**config.mk**
```make
export PLATFORM = sky130hd
export DESIGN_NAME = excTop
export DESIGN_NICKNAME = d
export VERILOG_FILES = /design/src/rtl/excPkg.sv /design/src/rtl/exceptionHandler.sv /design/src/rtl/pipeClearTracker.sv /design/src/rtl/excCsrApb.sv /design/src/rtl/excTop.sv
export VERILOG_INCLUDE_DIRS = /design/src /design/src/rtl
export SDC_FILE = /design/constraint.sdc
export NUM_CORES = 1
export LEC_CHECK = 0
export BUFFER_PORTS_ARGS = -buffer_cell sky130_fd_sc_hd__buf_4
export CAP_MARGIN = 20
export CORE_AREA = 5 5 76 57
export DETAILED_ROUTE_END_ITERATION = 8
export DIE_AREA = 0 0 81 62
export PLACE_DENSITY = 0.86
export REMOVE_ABC_BUFFERS = 1
export SLEW_MARGIN = 0
export SYNTH_ARGS = -nofsm -noshare
export SYNTH_HDL_FRONTEND = slang
export SYNTH_SLANG_ARGS = --single-unit
```
**constraint.sdc**
```tcl
create_clock -name clk -period 2.2 [get_ports clk]
set_clock_uncertainty 0.1 [all_clocks]
set_input_delay 0.11 -clock clk [delete_from_list [all_inputs] [get_ports clk]]
set_output_delay 0.11 -clock clk [all_outputs]
set_load 0.01 [all_outputs]
```
**src/rtl/excCtrl_settings.svh**
```systemverilog
`ifndef EXC_CTRL_SETTINGS_SVH
`define EXC_CTRL_SETTINGS_SVH

// APB address width for the exception register block
`define EXC_APB_ADDR_W 4

// Register offsets, word aligned
`define EXC_REG_CTRL  4'h0
`define EXC_REG_CAUSE 4'h4
`define EXC_REG_COUNT 4'h8

// Exception entry counter width
`define EXC_COUNT_W 8

`endif

```
**src/rtl/excPkg.sv**
```systemverilog
`include "excCtrl_settings.svh"

package excPkg;

  // Flush and stall bundle to the pipeline
  typedef struct packed {
    logic flushD;
    logic flushE;
    logic flushM;
    logic flushW;
    logic stallD;
  } excFlush_t;

  // Named cause flags, MSB first
  // Bit 0 is the reset cause
  typedef struct packed {
    logic fiq;
    logic irq;
    logic dataAbort;
    logic prefetchAbort;
    logic swi;
    logic undef;
    logic reset;
  } excCause_t;

  // Cause vector, seen as flags or as a raw word
  typedef union packed {
    excCause_t  cause;
    logic [6:0] bits;
  } excVector_u;

  // APB request from the bus master
  typedef struct packed {
    logic                       psel;
    logic                       penable;
    logic                       pwrite;
    logic [`EXC_APB_ADDR_W-1:0] paddr;
    logic [31:0]                pwdata;
  } apbReq_t;

endpackage

```
**src/rtl/exceptionHandler.sv**
```systemverilog
`timescale 1ns/1ps

module exceptionHandler (
  input  logic              clk,
  input  logic              rstN,
  input  logic              undefinedInstrE,
  input  logic              swiE,
  input  logic              prefetchAbortE,
  input  logic              dataAbort,
  input  logic              irq,
  input  logic              fiq,
  input  logic              irqEn,
  input  logic              fiqEn,
  input  logic              tokD,
  input  logic              tokM,
  output logic              clearF,
  output excPkg::excFlush_t flush,
  output logic              irqAssert,
  output logic              fiqAssert,
  output excPkg::excVector_u vector,
  output logic              savePc,
  output logic              pcInSelect
);

  logic dataAbortCycle2;
  logic daActive;
  logic eCause;
  logic eTaken;
  logic takeFiq;
  logic intReq;

  // Second cycle of a data abort, PC save happens here
  always_ff @(posedge clk or negedge rstN) begin
    if (!rstN) begin
      dataAbortCycle2 <= 1'b0;
    end else begin
      dataAbortCycle2 <= dataAbort;
    end
  end

  assign daActive = dataAbort | dataAbortCycle2;
  assign eCause   = prefetchAbortE | undefinedInstrE | swiE;
  // E cause loses to a data abort in flight
  assign eTaken   = eCause & ~daActive;
  assign takeFiq  = fiq & fiqEn;
  assign intReq   = takeFiq | (irq & irqEn);

  // Priority decode: data abort, E causes, FIQ, IRQ
  always_comb begin
    irqAssert = 1'b0;
    fiqAssert = 1'b0;
    clearF    = 1'b0;
    flush     = '0;
    if (daActive) begin
      // Flush E on the first cycle only, stall D meanwhile
      flush.flushD = 1'b1;
      flush.flushE = dataAbort;
      flush.flushM = 1'b1;
      flush.flushW = 1'b1;
      flush.stallD = dataAbort;
    end else if (eCause) begin
      flush.flushD = 1'b1;
      flush.flushM = 1'b1;
    end else if (intReq) begin
      // Drain token in flight until it reaches M
      clearF       = ~tokM;
      fiqAssert    = tokM & takeFiq;
      irqAssert    = tokM & ~takeFiq;
      flush.flushD = tokD & tokM;
      // Token rides through E as a bubble
      flush.flushE = tokD & ~tokM;
      flush.stallD = tokD & ~tokM;
    end
  end

  // Cause vector, one-hot among taken causes
  always_comb begin
    vector                     = '0;
    vector.cause.fiq           = fiqAssert;
    vector.cause.irq           = irqAssert;
    vector.cause.dataAbort     = dataAbortCycle2;
    vector.cause.prefetchAbort = eTaken & prefetchAbortE;
    // Undef ranks above SWI
    vector.cause.undef         = eTaken & ~prefetchAbortE & undefinedInstrE;
    vector.cause.swi           = eTaken & ~prefetchAbortE & ~undefinedInstrE & swiE;
    vector.cause.reset         = ~rstN;
  end

  assign savePc     = |vector.bits;
  assign pcInSelect = eTaken | dataAbortCycle2;

endmodule

```
**src/rtl/pipeClearTracker.sv**
```systemverilog
`timescale 1ns/1ps

module pipeClearTracker (
  input  logic              clk,
  input  logic              rstN,
  input  logic              clearF,
  input  excPkg::excFlush_t flush,
  output logic              tokD,
  output logic              tokM
);

  logic tokE;
  logic drainDone;

  // Token at M means all older instructions have retired
  assign drainDone = tokM;

  always_ff @(posedge clk or negedge rstN) begin
    if (!rstN) begin
      tokD <= 1'b0;
      tokE <= 1'b0;
      tokM <= 1'b0;
    end else if (drainDone) begin
      // Entry taken, restart from empty
      tokD <= 1'b0;
      tokE <= 1'b0;
      tokM <= 1'b0;
    end else begin
      tokD <= clearF;
      // E flush leaves the token alone
      // M flush kills whatever was in E
      if (flush.flushM) begin
        tokE <= 1'b0;
      end else begin
        tokE <= tokD;
      end
      tokM <= tokE;
    end
  end

endmodule

```
**src/rtl/excCsrApb.sv**
```systemverilog
`timescale 1ns/1ps
`include "excCtrl_settings.svh"

module excCsrApb (
  input  logic               clk,
  input  logic               rstN,
  input  excPkg::apbReq_t    apbReq,
  output logic [31:0]        prdata,
  output logic               pready,
  output logic               pslverr,
  input  logic               irqAssert,
  input  logic               fiqAssert,
  input  excPkg::excVector_u vector,
  input  logic               savePc,
  output logic               irqEn,
  output logic               fiqEn
);

  logic                    access;
  logic                    wrAccess;
  logic                    addrOk;
  logic                    wrCtrl;
  logic                    wrCount;
  logic                    entry;
  logic [6:0]              causeReg;
  logic [`EXC_COUNT_W-1:0] countReg;

  // Access phase, always completes in one cycle
  assign access   = apbReq.psel & apbReq.penable;
  assign wrAccess = access & apbReq.pwrite;
  assign pready   = 1'b1;

  assign addrOk = (apbReq.paddr == `EXC_REG_CTRL) ||
                  (apbReq.paddr == `EXC_REG_CAUSE) ||
                  (apbReq.paddr == `EXC_REG_COUNT);

  // Unknown offset or write to read-only CAUSE
  assign pslverr = access & (~addrOk |
                   (apbReq.pwrite & (apbReq.paddr == `EXC_REG_CAUSE)));

  assign wrCtrl  = wrAccess & (apbReq.paddr == `EXC_REG_CTRL);
  assign wrCount = wrAccess & (apbReq.paddr == `EXC_REG_COUNT);

  // Real entry, reset vector bit excluded
  assign entry = savePc & (|vector.bits[6:1]);

  // Enable bits, hardware masking beats a software write
  always_ff @(posedge clk or negedge rstN) begin
    if (!rstN) begin
      irqEn <= 1'b0;
      fiqEn <= 1'b0;
    end else if (fiqAssert) begin
      irqEn <= 1'b0;
      fiqEn <= 1'b0;
    end else if (irqAssert) begin
      irqEn <= 1'b0;
    end else if (wrCtrl) begin
      irqEn <= apbReq.pwdata[0];
      fiqEn <= apbReq.pwdata[1];
    end
  end

  // Last cause taken
  always_ff @(posedge clk or negedge rstN) begin
    if (!rstN) begin
      causeReg <= '0;
    end else if (entry) begin
      causeReg <= vector.bits;
    end
  end

  // Entry counter, saturates at all ones
  always_ff @(posedge clk or negedge rstN) begin
    if (!rstN) begin
      countReg <= '0;
    end else if (wrCount) begin
      // Any write value clears it
      countReg <= '0;
    end else if (entry && (countReg != {`EXC_COUNT_W{1'b1}})) begin
      countReg <= countReg + 1'b1;
    end
  end

  // Read mux
  always_comb begin
    prdata = '0;
    if (apbReq.psel && !apbReq.pwrite) begin
      case (apbReq.paddr)
        `EXC_REG_CTRL:  prdata = {30'b0, fiqEn, irqEn};
        `EXC_REG_CAUSE: prdata = {25'b0, causeReg};
        `EXC_REG_COUNT: prdata = {{(32-`EXC_COUNT_W){1'b0}}, countReg};
        default:        prdata = '0;
      endcase
    end
  end

endmodule

```
**src/rtl/excTop.sv**
```systemverilog
`timescale 1ns/1ps

module excTop (
  input  logic              clk,
  input  logic              rstN,
  input  logic              undefinedInstrE,
  input  logic              swiE,
  input  logic              prefetchAbortE,
  input  logic              dataAbort,
  input  logic              irq,
  input  logic              fiq,
  input  excPkg::apbReq_t   apbReq,
  output logic [31:0]       prdata,
  output logic              pready,
  output logic              pslverr,
  output excPkg::excFlush_t flush,
  output logic [6:0]        pcVector,
  output logic              savePc,
  output logic              pcInSelect
);

  // Enables from the register block
  logic irqEn;
  logic fiqEn;
  // Drain token handshake with the tracker
  logic clearF;
  logic tokD;
  logic tokM;
  logic irqAssert;
  logic fiqAssert;
  excPkg::excVector_u vector;

  exceptionHandler u_handler (
    .clk             (clk),
    .rstN            (rstN),
    .undefinedInstrE (undefinedInstrE),
    .swiE            (swiE),
    .prefetchAbortE  (prefetchAbortE),
    .dataAbort       (dataAbort),
    .irq             (irq),
    .fiq             (fiq),
    .irqEn           (irqEn),
    .fiqEn           (fiqEn),
    .tokD            (tokD),
    .tokM            (tokM),
    .clearF          (clearF),
    .flush           (flush),
    .irqAssert       (irqAssert),
    .fiqAssert       (fiqAssert),
    .vector          (vector),
    .savePc          (savePc),
    .pcInSelect      (pcInSelect)
  );

  pipeClearTracker u_tracker (
    .clk    (clk),
    .rstN   (rstN),
    .clearF (clearF),
    .flush  (flush),
    .tokD   (tokD),
    .tokM   (tokM)
  );

  excCsrApb u_csr (
    .clk       (clk),
    .rstN      (rstN),
    .apbReq    (apbReq),
    .prdata    (prdata),
    .pready    (pready),
    .pslverr   (pslverr),
    .irqAssert (irqAssert),
    .fiqAssert (fiqAssert),
    .vector    (vector),
    .savePc    (savePc),
    .irqEn     (irqEn),
    .fiqEn     (fiqEn)
  );

  // Raw word out to the PC logic
  assign pcVector = vector.bits;

endmodule

```
---- Word-level counts from Yosys, hierarchy flattened ----
Cells that the tools add are included.
storage, ports and cells
  register bits ........................... 21
  bits in latches ......................... 0
  memory bits (writable) .................. 0
  bits in read-only memories .............. 0
  input bits .............................. 47
  output and inout port bits .............. 48
  memories ................................ 0
operators by class
  add/subtract/negate cells ............... 1
  multipliers ............................. 0
  divide/modulo/power cells ............... 0
  order comparisons ....................... 0
  equality and inequality tests ........... 4
  shift operators ......................... 0
  muxes and demuxes ....................... 32
  bitwise operators ....................... 32
  reductions and logical operators ........ 12
operators by type and width
  kind                                                              number
  32-bit 2-to-1 mux                                                 1
  1-bit 2-to-1 mux                                                  26
  8-bit one-hot mux with 3 select lines                             1
  1-bit bitwise AND                                                 19
  8-bit 2-to-1 mux                                                  2
  8-bit by 1-bit adder with 8-bit output (second input constant)    1
  8-bit != test (second input constant)                             1
  1-bit NOT                                                         7
  7-bit OR reduction                                                1
  1-bit OR                                                          6
  6-bit OR reduction                                                1
  4-bit by 3-bit == test with 1-bit output (second input constant)  1
  4-bit == test (second input constant)                             1
  4-bit logical NOT                                                 1
  2-bit nonzero test                                                2
  3-bit 2-to-1 mux                                                  1
  3-bit nonzero test                                                1
  1-bit logical AND                                                 2
  1-bit logical OR                                                  2
  2-bit 2-to-1 mux                                                  1
  2-bit by 1-bit != test with 1-bit output (second input constant)  1
  2-bit AND reduction                                               1
  1-bit logical NOT                                                 1

---- Logic depth before layout (Yosys ltp) ----
Gate-level depths: netlist of the first run.
  depth after elaboration ................. 11
  gate-level depth with buffers ........... 6
  depth with buffers taken out ............ 5

---- By module ----
Synthesis of the first run repeated with hierarchy kept, for this count alone.
unflattened totals
  cell total of the unflattened synthesis .. 173
  area, all modules ....................... 1,549.0 sq um
modules (own cells, without submodules)
  module            instances  cells an instance  area each (sq um)  sequential area each (sq um)
  excCsrApb         1          138                1,223.7            425.4
  exceptionHandler  1          29                 225.2              25.0
  pipeClearTracker  1          6                  100.1              75.1

---- Least setup slack after synthesis of the first run ----
No wires, ideal clock.
  path type ............................... register to register
  start point ............................. register u_handler.dataAbortCycle2
  end point ............................... register u_csr.countReg[4]
  setup time .............................. 158 ps
  arrival time ............................ 1,479 ps
  path slack .............................. 464 ps
  cell stages (with the launch flop) ...... 6
  buffers on the path ..................... 0
  clock period less this slack ............ 1,736 ps
  path through ............................ dfrtp_1 > nor4_4 > and3_4 > nor2_1 > nor4b_1 > nor3_1
between the ends
  word-level cells in the longest chain between the ends .. 10
  elaborated cells on any way between the ends .. 15
RTL lines
  element                                                   RTL line                                        text
  start, declared                                           exceptionHandler.sv:25                          logic dataAbortCycle2;
  start signal, assigned                                    exceptionHandler.sv:37                          dataAbortCycle2 <= dataAbort;
  1-bit OR                                                  exceptionHandler.sv:41                          assign daActive = dataAbort | dataAbortCycle2;
  1-bit NOT                                                 exceptionHandler.sv:44                          assign eTaken = eCause & ~daActive;
  1-bit bitwise AND                                         exceptionHandler.sv:44
  1-bit bitwise AND                                         exceptionHandler.sv:84, exceptionHandler.sv:85
  1-bit bitwise AND (2 in a row)                            exceptionHandler.sv:85                          vector.cause.swi = eTaken & ~prefetchAbortE & ~undefinedInstrE & swiE;
  7-bit OR reduction or 6-bit OR reduction (tied branches)  exceptionHandler.sv:89, excCsrApb.sv:45
  1-bit bitwise AND (*)                                     excCsrApb.sv:45                                 assign entry = savePc & (|vector.bits[6:1]);
  1-bit logical AND (*)                                     excCsrApb.sv:79                                 end else if (entry && (countReg != {`EXC_COUNT_W{1'b1}})) begin
  2-bit nonzero test (no source line) (*)                   --
  end signal, assigned                                      excCsrApb.sv:80                                 countReg <= countReg + 1'b1;
  end, declared                                             excCsrApb.sv:26                                 logic [`EXC_COUNT_W-1:0] countReg;
Every way passes the cells marked *; elsewhere a longest branch is shown, timed or not.
A chain may end at the register's enable or synchronous reset.

==> out/metrics.cfg, run 1 <==
[status]
status=finished, final reports clean

[synth]
synth_top_area_cell=dfrtp_1
synth_compound_area_share_pct=18.4
syn_inst=162
synth_fa_ha_area_share_pct=0.873
synth_top_area_share_pct=36.7
ys_ff_latch=21
ys_warn_count=0
muxShareOfSynthArea_pct=2.10
synthXorXnorAreaFrac_pct=0.611
ys_seq_area_share_pct=36.7
synth_area_sq_um=1430
synth_cell_types=40
yosys-top-cells-area=dfrtp_1, buf_4, nor2_1
synth_area_per_cell_sq_um=8.84
synthSimpleGateAreaFrac_pct=23.2
synth_top_family_by_area=simple AND/OR/NAND/NOR gates

[critical_path]
cp_data_arrival_time_ns=1.81
cp_num_cells=7
r2r_end=u_csr.countReg[5]
crit_slowest_cell=dlygate4sd3_1
path_buf_inv=3
cp-endpoint=flush[0]
ff2ff_setup_slack_ns=0.36
crit_path_start=dataAbort
end_kind=output port
critPathMostFrequentCell=buf_4
required_ns=1.99
criticalPathCategory=in -> out
critPathMaxFanout=6
r2r-start=u_handler.dataAbortCycle2
critPathTopFamily=buffers and inverters
r2r_cells=5
startpoint_type=input pin
slowest_delay_ns=0.54
path_cells=dlygate4sd3_1 > buf_4 > nor4_4 > or2b_1 > nor2_1 > a31o_2 > buf_4

[timing]
rsz0062_at_grt=no
fin_ws_ns=0.176
worst_pin_slew_ns=0.639
post-route-period-util_pct=92.0
min_period_ns=2.02
relSlewSlack_pct=57.3
fmax_ghz=0.494
hold_viol=0
slew_viol_final=0
timing.setup.tns_ns=0
setup_viol=0

[clocking]
clkLatencyLatePin_ns=0.27
cts.sink_count=21
post_cts_buffers=0
cts-root-buf=clkbuf_8
numCtsBuffers=3
cts_max_path_buffers=2
htree_levels=1
cts_tree=done
clk_pin_slew_ns=0.07

[die]
start_util_pct=41.3
io_pins=95
dieWidth_um=81
die_area_sq_um=5020
die_y_um=62
num_rows=18
core_area_sq_um=3470

[global_route]
track_usage_pct=15.3
grt_pass1_wl_mm=5.95
globalRouteOverflowTotal=0
grt_max_degree=25
grt_pass1_vias=1253
antenna_found_initial=0

[layout]
drive_above_1_share_pct=26.1
nets=248
final_cell_mix=buf_4, conb_1, nor2_1, dfrtp_1
diodes=0
final_util_pct=49.8
layout_commonest_cell=buf_4
final.fill_count=355
area_delta_synth_final_pct=20.6
fin_cells=249

[placed_design]
pre_cts_ws_ns=0.248
dp_cells=242
dp_hpwl_mm=2.78
gp_congestion=0.835
io_buffers=39

[drt]
drt-initial-drc-count=126
ant_nets=0
drt-pass1-iter-count=4
via_per_inst=5.02
wl_mm=3.52
vias=1251
routedWlPerCell_um=14.1
drc=0

[pwr]
vdd_drop_max_v=0.000290
power.leakage_nw=0.861
finalPower_mw=1.20
power_density_nw_per_um2=693

[hold_path]
hold_class=in -> reg

[run]
maxCapViolCount=0

==> tightest hold or removal path, cell delays in order <==
cell,delay (ns)
buf_4,0.08
mux2i_1,0.06
nor2_1,0.08
==> per-layer routing <==
layer	vias to the layer above	routed length [um]	track usage, %
li1	593	-	-
met1	589	1520	20.1
met2	67	1660	25.5
met3	2	328	4.61
met4	0	11	2.65
met5	-	0	0
==> cell type report <==
class / instances / area, sq um / area share, %
sequential: 21 / 526 / 30.4
inverter: 3 / 11.3 / 0.652
multi-input combinational: 127 / 744 / 43.1
timing repair buffer: 44 / 338 / 19.6
tap: 50 / 62.6 / 3.62
clock buffer: 3 / 41.3 / 2.39
clock inverter: 1 / 5.00 / 0.290
==> cell usage after synthesis (all sizes together) <==
cell and n:
a211oi 1, a21o 5, a21oi 8, a22o 1, a22oi 5, a311oi 1
a31o 2, a31oi 1, a32o 1, a41o 1, a41oi 2, and2 4
and3 3, and4 1, buf 30, clkbuf 4, conb 2, dfrtp 21
ha 1, inv 3, mux2i 3, nand2 8, nand2b 1, nand3 3
nand3b 1, nand4 3, nor2 22, nor2b 5, nor3 6, nor3b 1
nor4 1, nor4b 2, o2111a 1, o21ai 3, o21bai 2, o22ai 1
or2b 1, xor2 1
==> worst min path at each step <==
stage | from | endpoint | slack (ns) | cells after the start
floorplan | rstN | u_csr.causeReg[0] | -0.29 | 0
global placement | rstN | u_handler.dataAbortCycle2 | -0.08 | 1
detailed placement | rstN | u_handler.dataAbortCycle2 | -0.07 | 1
CTS | apbReq[0] | u_csr.irqEn | 0.006 | 3
global route | apbReq[0] | u_csr.irqEn | 0.03 | 3
finish | apbReq[0] | u_csr.irqEn | 0.009 | 3
==> flip-flops by register name, summed over array words and instances, names as in the netlist <==
| name | count |
|---|---|
| u_csr.countReg | 8 |
| u_csr.causeReg | 7 |
| u_csr.fiqEn | 1 |
| u_csr.irqEn | 1 |
| u_handler.dataAbortCycle2 | 1 |
| u_tracker.tokD | 1 |
| u_tracker.tokE | 1 |
| u_tracker.tokM | 1 |
==> per-stage QoR <==
step	area, sq um	hold WS (ns)
6_report	1730	0.00911
5_1_grt	1730	0.0278
4_1_cts	1730	0.00613
3_5_place_dp	1650	-0.0746
3_3_place_gp	1650	-0.0792
2_1_floorplan	1280	-0.286
==> power by group <==
group	switching (mW)	internal, mW
Sequential	0.123	0.467
Clock	0.130	0.126
Combinational	0.186	0.165
Total	0.439	0.758
==> kinds of logic (layout without fill, tap and decap cells) <==
logic type / count (synthesis) / count (layout)
AND/OR/NAND/NOR: 62 / 62
buffers and inverters: 37 / 51
other: 2 / 25
flip-flops: 21 / 21
multiplexers: 3 / 3
AO/OA/AOI/OAI: 35 / 35
XOR/XNOR: 1 / 1
adder cells (fa/ha/maj): 1 / 1
==> timing repair <==
| item | 4_1_cts | 5_1_grt |
|---|---|---|
| hold endpoints to repair | 23 | 0 |
| endpoints found under the setup margin | 0 | 3 |
| gates resized for setup | 0 | 1 |
| hold buffers | 3 | 0 |
Power figures use the tool's default switching activity.
==> run 2, diff against run 1 <==
--- a/config.mk
+++ b/config.mk
@@ -12,7 +12,6 @@
 export DETAILED_ROUTE_END_ITERATION = 8
 export DIE_AREA = 0 0 81 62
 export PLACE_DENSITY = 0.86
-export REMOVE_ABC_BUFFERS = 1
 export SLEW_MARGIN = 0
 export SYNTH_ARGS = -nofsm -noshare
 export SYNTH_HDL_FRONTEND = slang
==> run 2 against run 1 <==
Net effect:
- die area stayed put
- first-iteration DRC count down 27%
- critical path depth down 1
- sequential cell count unchanged
- maximum frequency decreased by 1.6%
- final area increased by 0.80%
- sequential power about the same
- power fell by 0.13%
- highest routed layer unchanged
- worst setup slack worse by 0.033 ns
- largest cell class unchanged
==> out/metrics.cfg, run 2 (synthesis results as in run 1) <==
[status]
status=finished, final reports clean

[clocking]
clkLatencyLatePin_ns=0.26  ; about the same
cts_max_path_buffers=2  ; unchanged
cts_tree=done
htree_levels=1  ; unchanged
cts.sink_count=21  ; unchanged
cts-root-buf=clkbuf_8
clk_pin_slew_ns=0.08  ; about the same
numCtsBuffers=3  ; unchanged

[layout]
area_delta_synth_final_pct=21.6
regMostFlops=u_csr.countReg
layout_commonest_cell=buf_4
nets=249  ; +0.40%
fin_area_sq_um=1740  ; +0.80%
largest_reg_flops=8  ; unchanged
final.fill_count=333  ; -6.2%
fin_cells=250  ; +0.40%
diodes=0  ; unchanged
top_regs=u_csr.countReg: 8 flops, u_csr.causeReg: 7 flops
drive_above_1_share_pct=27.5  ; +1.4 points
final_cell_mix=buf_4, conb_1, nor2_1, dfrtp_1

[timing]
timing.setup.tns_ns=0  ; unchanged
relSlewSlack_pct=60.1  ; +2.8 points
min_period_ns=2.06  ; +0.0328 ns
worst_pin_slew_ns=0.598  ; -0.0414 ns
slew_viol_final=0  ; unchanged
setup_viol=0  ; unchanged
fmax_ghz=0.486  ; -1.6%
post-route-period-util_pct=93.5  ; +1.5 points
hold_viol=0  ; unchanged
rsz0062_at_grt=no

[global_route]
globalRouteOverflowTotal=0  ; unchanged
grt_pass1_vias=1136  ; -9.3%
antenna_found_initial=0  ; unchanged
grt_max_degree=25  ; unchanged
track_usage_pct=14.3  ; -0.95 points
grt_pass1_wl_mm=5.53  ; -7.0%

[hold_path]
hold_class=in -> reg

[drt]
drc=0  ; unchanged
vias=1236  ; -1.2%
drt-initial-drc-count=92  ; -27%
ant_nets=0  ; unchanged
dr_wl_met2_mm=1.53  ; -7.9%
drt-pass1-iter-count=7  ; +3
wl_met1_mm=1.57  ; +3.1%
wl_mm=3.46  ; -1.6%
routed.top_layer=met4
via_per_inst=4.94  ; -1.6%
routedWlPerCell_um=13.8  ; -2.0%
routed-wl-met3_um=350  ; +6.7%

[die]
dieWidth_um=81  ; unchanged
num_rows=18  ; unchanged
die_y_um=62  ; unchanged
io_pins=95  ; unchanged
core_area_sq_um=3470  ; unchanged
die_area_sq_um=5020  ; unchanged
start_util_pct=41.3  ; unchanged

[pwr]
power_density_nw_per_um2=686  ; -0.92%
power.leakage_nw=0.861  ; about the same
vdd_drop_max_v=0.000490  ; +69%

[critical_path]
startpoint_type=flip-flop
critPathMaxFanout=6  ; unchanged
required_ns=1.99  ; about the same
end_kind=output port
cp_data_arrival_time_ns=1.85  ; +0.04 ns
criticalPathCategory=reg -> out

[placed_design]
gp_congestion=0.909  ; +8.9%
dp_hpwl_mm=2.71  ; -2.7%
dp_cells=242  ; unchanged
post_dp_cell_area_sq_um=1650  ; unchanged
io_buffers=39  ; unchanged

[run]
maxCapViolCount=0  ; unchanged

[run 2: worst max-delay path, cell delays in order, from the launching register on]
cell	delay, ns
dfrtp_2	0.47
nor4_4	0.29
buf_4	0.15
or2b_1	0.26
nor2_2	0.11
a31o_2	0.18
buf_4	0.12
[run 2: worst paths after layout]
kind	from	endpoint	slack [ns]	cells after the start
setup / recovery	u_handler.dataAbortCycle2	flush[3]	0.14	6
hold / removal	apbReq[1]	u_csr.fiqEn	0.008	2
setup reg to reg	u_handler.dataAbortCycle2	u_csr.countReg[6]	0.31	7
hold reg to reg	u_tracker.tokE	u_tracker.tokM	0.37	1
max in group asynchronous	rstN	u_handler.dataAbortCycle2	1.58	2
min in group asynchronous	rstN	u_csr.countReg[4]	0.18	2
[run 2: power breakdown]
group	leakage, nW	internal, mW	total [mW]	switching, mW
clock	0.0217	0.128	0.258	0.130
sequential	0.267	0.467	0.590	0.122
combinational	0.572	0.164	0.348	0.184
[run 2: cell type report]
| class | instances | area, sq um | share of cell area (%) |
|---|---|---|---|
| well taps | 50 | 62.6 | 3.59 |
| repair buffers | 45 | 345 | 19.8 |
| multi-input cells | 127 | 747 | 42.9 |
| inverters | 3 | 11.3 | 0.647 |
| clock inverters | 1 | 7.51 | 0.431 |
| clock buffers | 3 | 41.3 | 2.37 |
| flip-flops and latches | 21 | 527 | 30.2 |
[run 2: stage by stage]
| stage | hold slack, ns | power (mW) | util, % | setup WS (ns) |
|---|---|---|---|---|
| final | 0.00799 | 1.20 | 50.2 | 0.143 |
| after global routing | 0.0125 | 1.29 | 50.2 | 0.0164 |
| after CTS | 0.0101 | 1.19 | 49.8 | 0.00611 |
| after detailed placement | -0.0795 | 0.928 | 47.5 | 0.231 |
| after global placement | -0.0808 | 0.912 | 47.5 | 0.257 |
| after floorplan | -0.286 | 0.850 | - | 0.464 |
[run 2: routing by layer]
layer / GRT usage, % / vias to the layer above
li1: - / 594
met1: 20.1 / 588
met2: 21.9 / 52
met3: 4.18 / 2
met4: 3.37 / 0
met5: 0 / -
[run 2: repair_timing]
action / in CTS / in global routing
setup buffers: 0 / 1
gates resized for setup: 0 / 3
hold buffers: 3 / 0
hold endpoints to repair: 23 / 0
endpoints found under the setup margin: 0 / 3
==> run 3, diff against run 2 <==
--- a/config.mk
+++ b/config.mk
@@ -8,11 +8,12 @@
 export LEC_CHECK = 0
 export BUFFER_PORTS_ARGS = -buffer_cell sky130_fd_sc_hd__buf_4
 export CAP_MARGIN = 20
-export CORE_AREA = 5 5 76 57
+export CORE_AREA = 3 3 76 57
 export DETAILED_ROUTE_END_ITERATION = 8
-export DIE_AREA = 0 0 81 62
-export PLACE_DENSITY = 0.86
+export DIE_AREA = 0 0 79 60
+export PLACE_DENSITY = 0.85
 export SLEW_MARGIN = 0
 export SYNTH_ARGS = -nofsm -noshare
 export SYNTH_HDL_FRONTEND = slang
+export SYNTH_HIERARCHICAL = 1
 export SYNTH_SLANG_ARGS = --single-unit
==> run 3 against run 2 <==
Net effect:
- critical endpoint is now u_csr/countReg[4]
- routed wire length up 9.8%
- power fell by 4.2%
- sequential share of layout area fell by 4.1 points
- register-to-register slack worse by 0.27 ns
- area after synthesis grew 8.1%
- critical path depth rose by 2
- sequential power shrank 7.1%
- worst hold slack better by 0.039 ns
- via count rose by 8.7%
- die area down 5.6%
==> out/metrics.cfg, run 3 <==
[status]
status=finished, final reports clean

[synth]
ys.flop_type=dfrtp_1
synth_area_sq_um=1550  ; +8.1%
synth_top_area_cell=dfrtp_1
synth_top_area_share_pct=33.9  ; -2.8 points
synth_cell_types=51  ; +28%
ys_seq_area_share_pct=33.9  ; -2.8 points
muxShareOfSynthArea_pct=3.96  ; +1.9 points
synth_compound_area_share_pct=16.2  ; -2.2 points
syn_inst=173  ; +6.8%
yosys-top-cells-area=dfrtp_1, buf_4, nand2_1
synth_commonest_cells=buf_4, dfrtp_1, nand2_1, nor2_1, nand3_1
synth_top_family_by_area=simple AND/OR/NAND/NOR gates
ys_ff_latch=21  ; unchanged
ys_warn_count=6  ; +6
yosys.cell_count.top_type=buf_4
synthArstFlopShare_pct=100  ; unchanged
synthXorXnorAreaFrac_pct=0  ; -0.61 points
synth_fa_ha_area_share_pct=0.808  ; -0.066 points
synthSimpleGateAreaFrac_pct=26.0  ; +2.8 points
synth_area_per_cell_sq_um=8.95  ; +1.2%
synth-edff-count=0  ; unchanged

[placed_design]
dp_cells=266  ; +9.9%
io_buffers=39  ; unchanged
dp_hpwl_mm=2.87  ; +6.0%
post_dp_cell_area_sq_um=1860  ; +13%
gp_congestion=0.868  ; -4.6%

[pwr]
power_density_nw_per_um2=570  ; -17%
vdd_drop_max_v=0.000379  ; -23%
power.leakage_nw=0.947  ; +10%

[die]
die_y_um=60  ; -3.2%
die_area_sq_um=4740  ; -5.6%
dieWidth_um=79  ; -2.5%
io_pins=95  ; unchanged
start_util_pct=43.5  ; +2.2 points
core_area_sq_um=3560  ; +2.6%
num_rows=18  ; unchanged

[global_route]
globalRouteOverflowTotal=0  ; unchanged
antenna_found_initial=0  ; unchanged
track_usage_pct=16.3  ; +2.0 points
grt_max_degree=22  ; -12%
grt_pass1_vias=1256  ; +11%
grt_pass1_wl_mm=5.98  ; +8.0%

[critical_path]
path_cells=nor2_4 > inv_4 > nor3b_4 > or4_4 > o31ai_4 > buf_6 > o31ai_1 > a21oi_2
startpoint_type=flip-flop
slowest_delay_ns=0.53  ; +0.06 ns
required_ns=2.29  ; +0.30 ns
end_kind=flip-flop
crit_slowest_cell=or4_4
criticalPathCategory=reg -> reg
cp_data_arrival_time_ns=2.25  ; +0.40 ns
critPathMaxFanout=8  ; +2

[timing]
min_period_ns=2.16  ; +0.106 ns
setup_viol=0  ; unchanged
rsz0062_at_grt=yes
worst_pin_slew_ns=0.832  ; +0.234 ns
post-route-period-util_pct=98.3  ; +4.8 points
fmax_ghz=0.462  ; -4.9%
slew_viol_final=0  ; unchanged
relSlewSlack_pct=44.3  ; -16 points
hold_viol=0  ; unchanged
holdWs_ns=0.0474  ; +0.0394 ns

[drt]
drt-pass1-iter-count=4  ; -3
routedWlPerCell_um=13.8  ; -0.21%
drc=0  ; unchanged
vias=1343  ; +8.7%
ant_nets=0  ; unchanged
drt-initial-drc-count=81  ; -12%
wl_mm=3.80  ; +9.8%
via_per_inst=4.88  ; -1.2%

[layout]
nets=274  ; +10%
final_cell_mix=buf_4, conb_1, dfrtp_1
fin_cells=275  ; +10%
layout_commonest_cell=buf_4
diodes=0  ; unchanged
drive_above_1_share_pct=38.7  ; +11 points
top_regs=u_csr/countReg: 8 flops, u_csr/causeReg: 7 flops
area_delta_synth_final_pct=29.6
fin_area_sq_um=2010  ; +15%
regMostFlops=u_csr/countReg
largest_reg_flops=8  ; unchanged

[clocking]
htree_levels=1  ; unchanged
cts-root-buf=clkbuf_8
clkLatencyLatePin_ns=0.26  ; about the same
clk_pin_slew_ns=0.08  ; about the same
cts_tree=done
cts_max_path_buffers=2  ; unchanged
cts.sink_count=21  ; unchanged
numCtsBuffers=3  ; unchanged

[run]
maxCapViolCount=0  ; unchanged

[hold_path]
hold_class=in -> reg

==> run 3: kinds of logic after synthesis <==
group           after synthesis
buf+inv                      40
simple gates                 71
fa+ha+maj                     1
flops                        21
other cells                   2
compound gates               32
mux                           6
==> run 3: worst paths after layout <==
check | start | to | slack [ns] | depth (start not counted)
max in group asynchronous | rstN | u_csr/countReg[7] | 1.52 | 3
min in group asynchronous | rstN | u_csr/countReg[0] | 0.25 | 3
setup reg to reg | u_handler/dataAbortCycle2 | u_csr/countReg[4] | 0.04 | 8
setup / recovery | u_handler/dataAbortCycle2 | u_csr/countReg[4] | 0.04 | 8
hold reg to reg | u_tracker/tokE | u_tracker/tokM | 0.39 | 1
hold / removal | apbReq[0] | u_csr/irqEn | 0.05 | 3
==> run 3: stage by stage <==
stage | utilization [%] | setup WS [ns] | setup TNS [ns] | power (mW)
floorplan | - | 0.00972 | 0 | 0.763
global placement | 52.3 | 0.0239 | 0 | 0.839
detailed placement | 52.3 | 0.0255 | 0 | 0.846
CTS | 54.7 | 0.0300 | 0 | 1.12
global route | 56.4 | -0.0959 | -0.489 | 1.22
finish | 56.4 | 0.0370 | 0 | 1.14
==> run 3: layout make-up <==
| cell class | instances | area [sq um] |
|---|---|---|
| Timing Repair Buffer | 60 | 462 |
| Tap cell | 50 | 62.6 |
| Multi-Input combinational cell | 135 | 890 |
| Inverter | 5 | 21.3 |
| Clock inverter | 1 | 5.00 |
| Fill cell | 334 | 1550 |
| Sequential cell | 21 | 526 |
| Clock buffer | 3 | 41.3 |
==> run 3: power by group <==
part	switching, mW	internal [mW]	total [mW]
combinational	0.177	0.167	0.345
clock	0.126	0.126	0.252
sequential	0.0971	0.451	0.548
total	0.401	0.744	1.14
==> run 3: critical path: cells and delay by family, from the launching register on <==
family / cells / cell delay [ns]
and+or+nand+nor: 3 / 0.65
buffers and inverters: 2 / 0.27
AOI/OAI and AO/OA: 3 / 0.66
DFF: 1 / 0.40
==> run 3: routing by layer <==
layer  vias up  GRT usage [%]  share of wire (%)  wire [um]
li1        657              -                  -          -
met4         0           2.70                1.2         44
met1       637           22.9                 46       1740
met5         -              0                  0          0
met3         6           4.22                6.3        238
met2        43           25.9                 47       1780
==> run 3: what timing repair did <==
item,in CTS,in global routing
endpoints found under the hold margin,23,0
pin swaps,0,9
gates resized for setup,3,10
buffers inserted,0,2
setup endpoints to repair,1,5
hold buffers,3,0
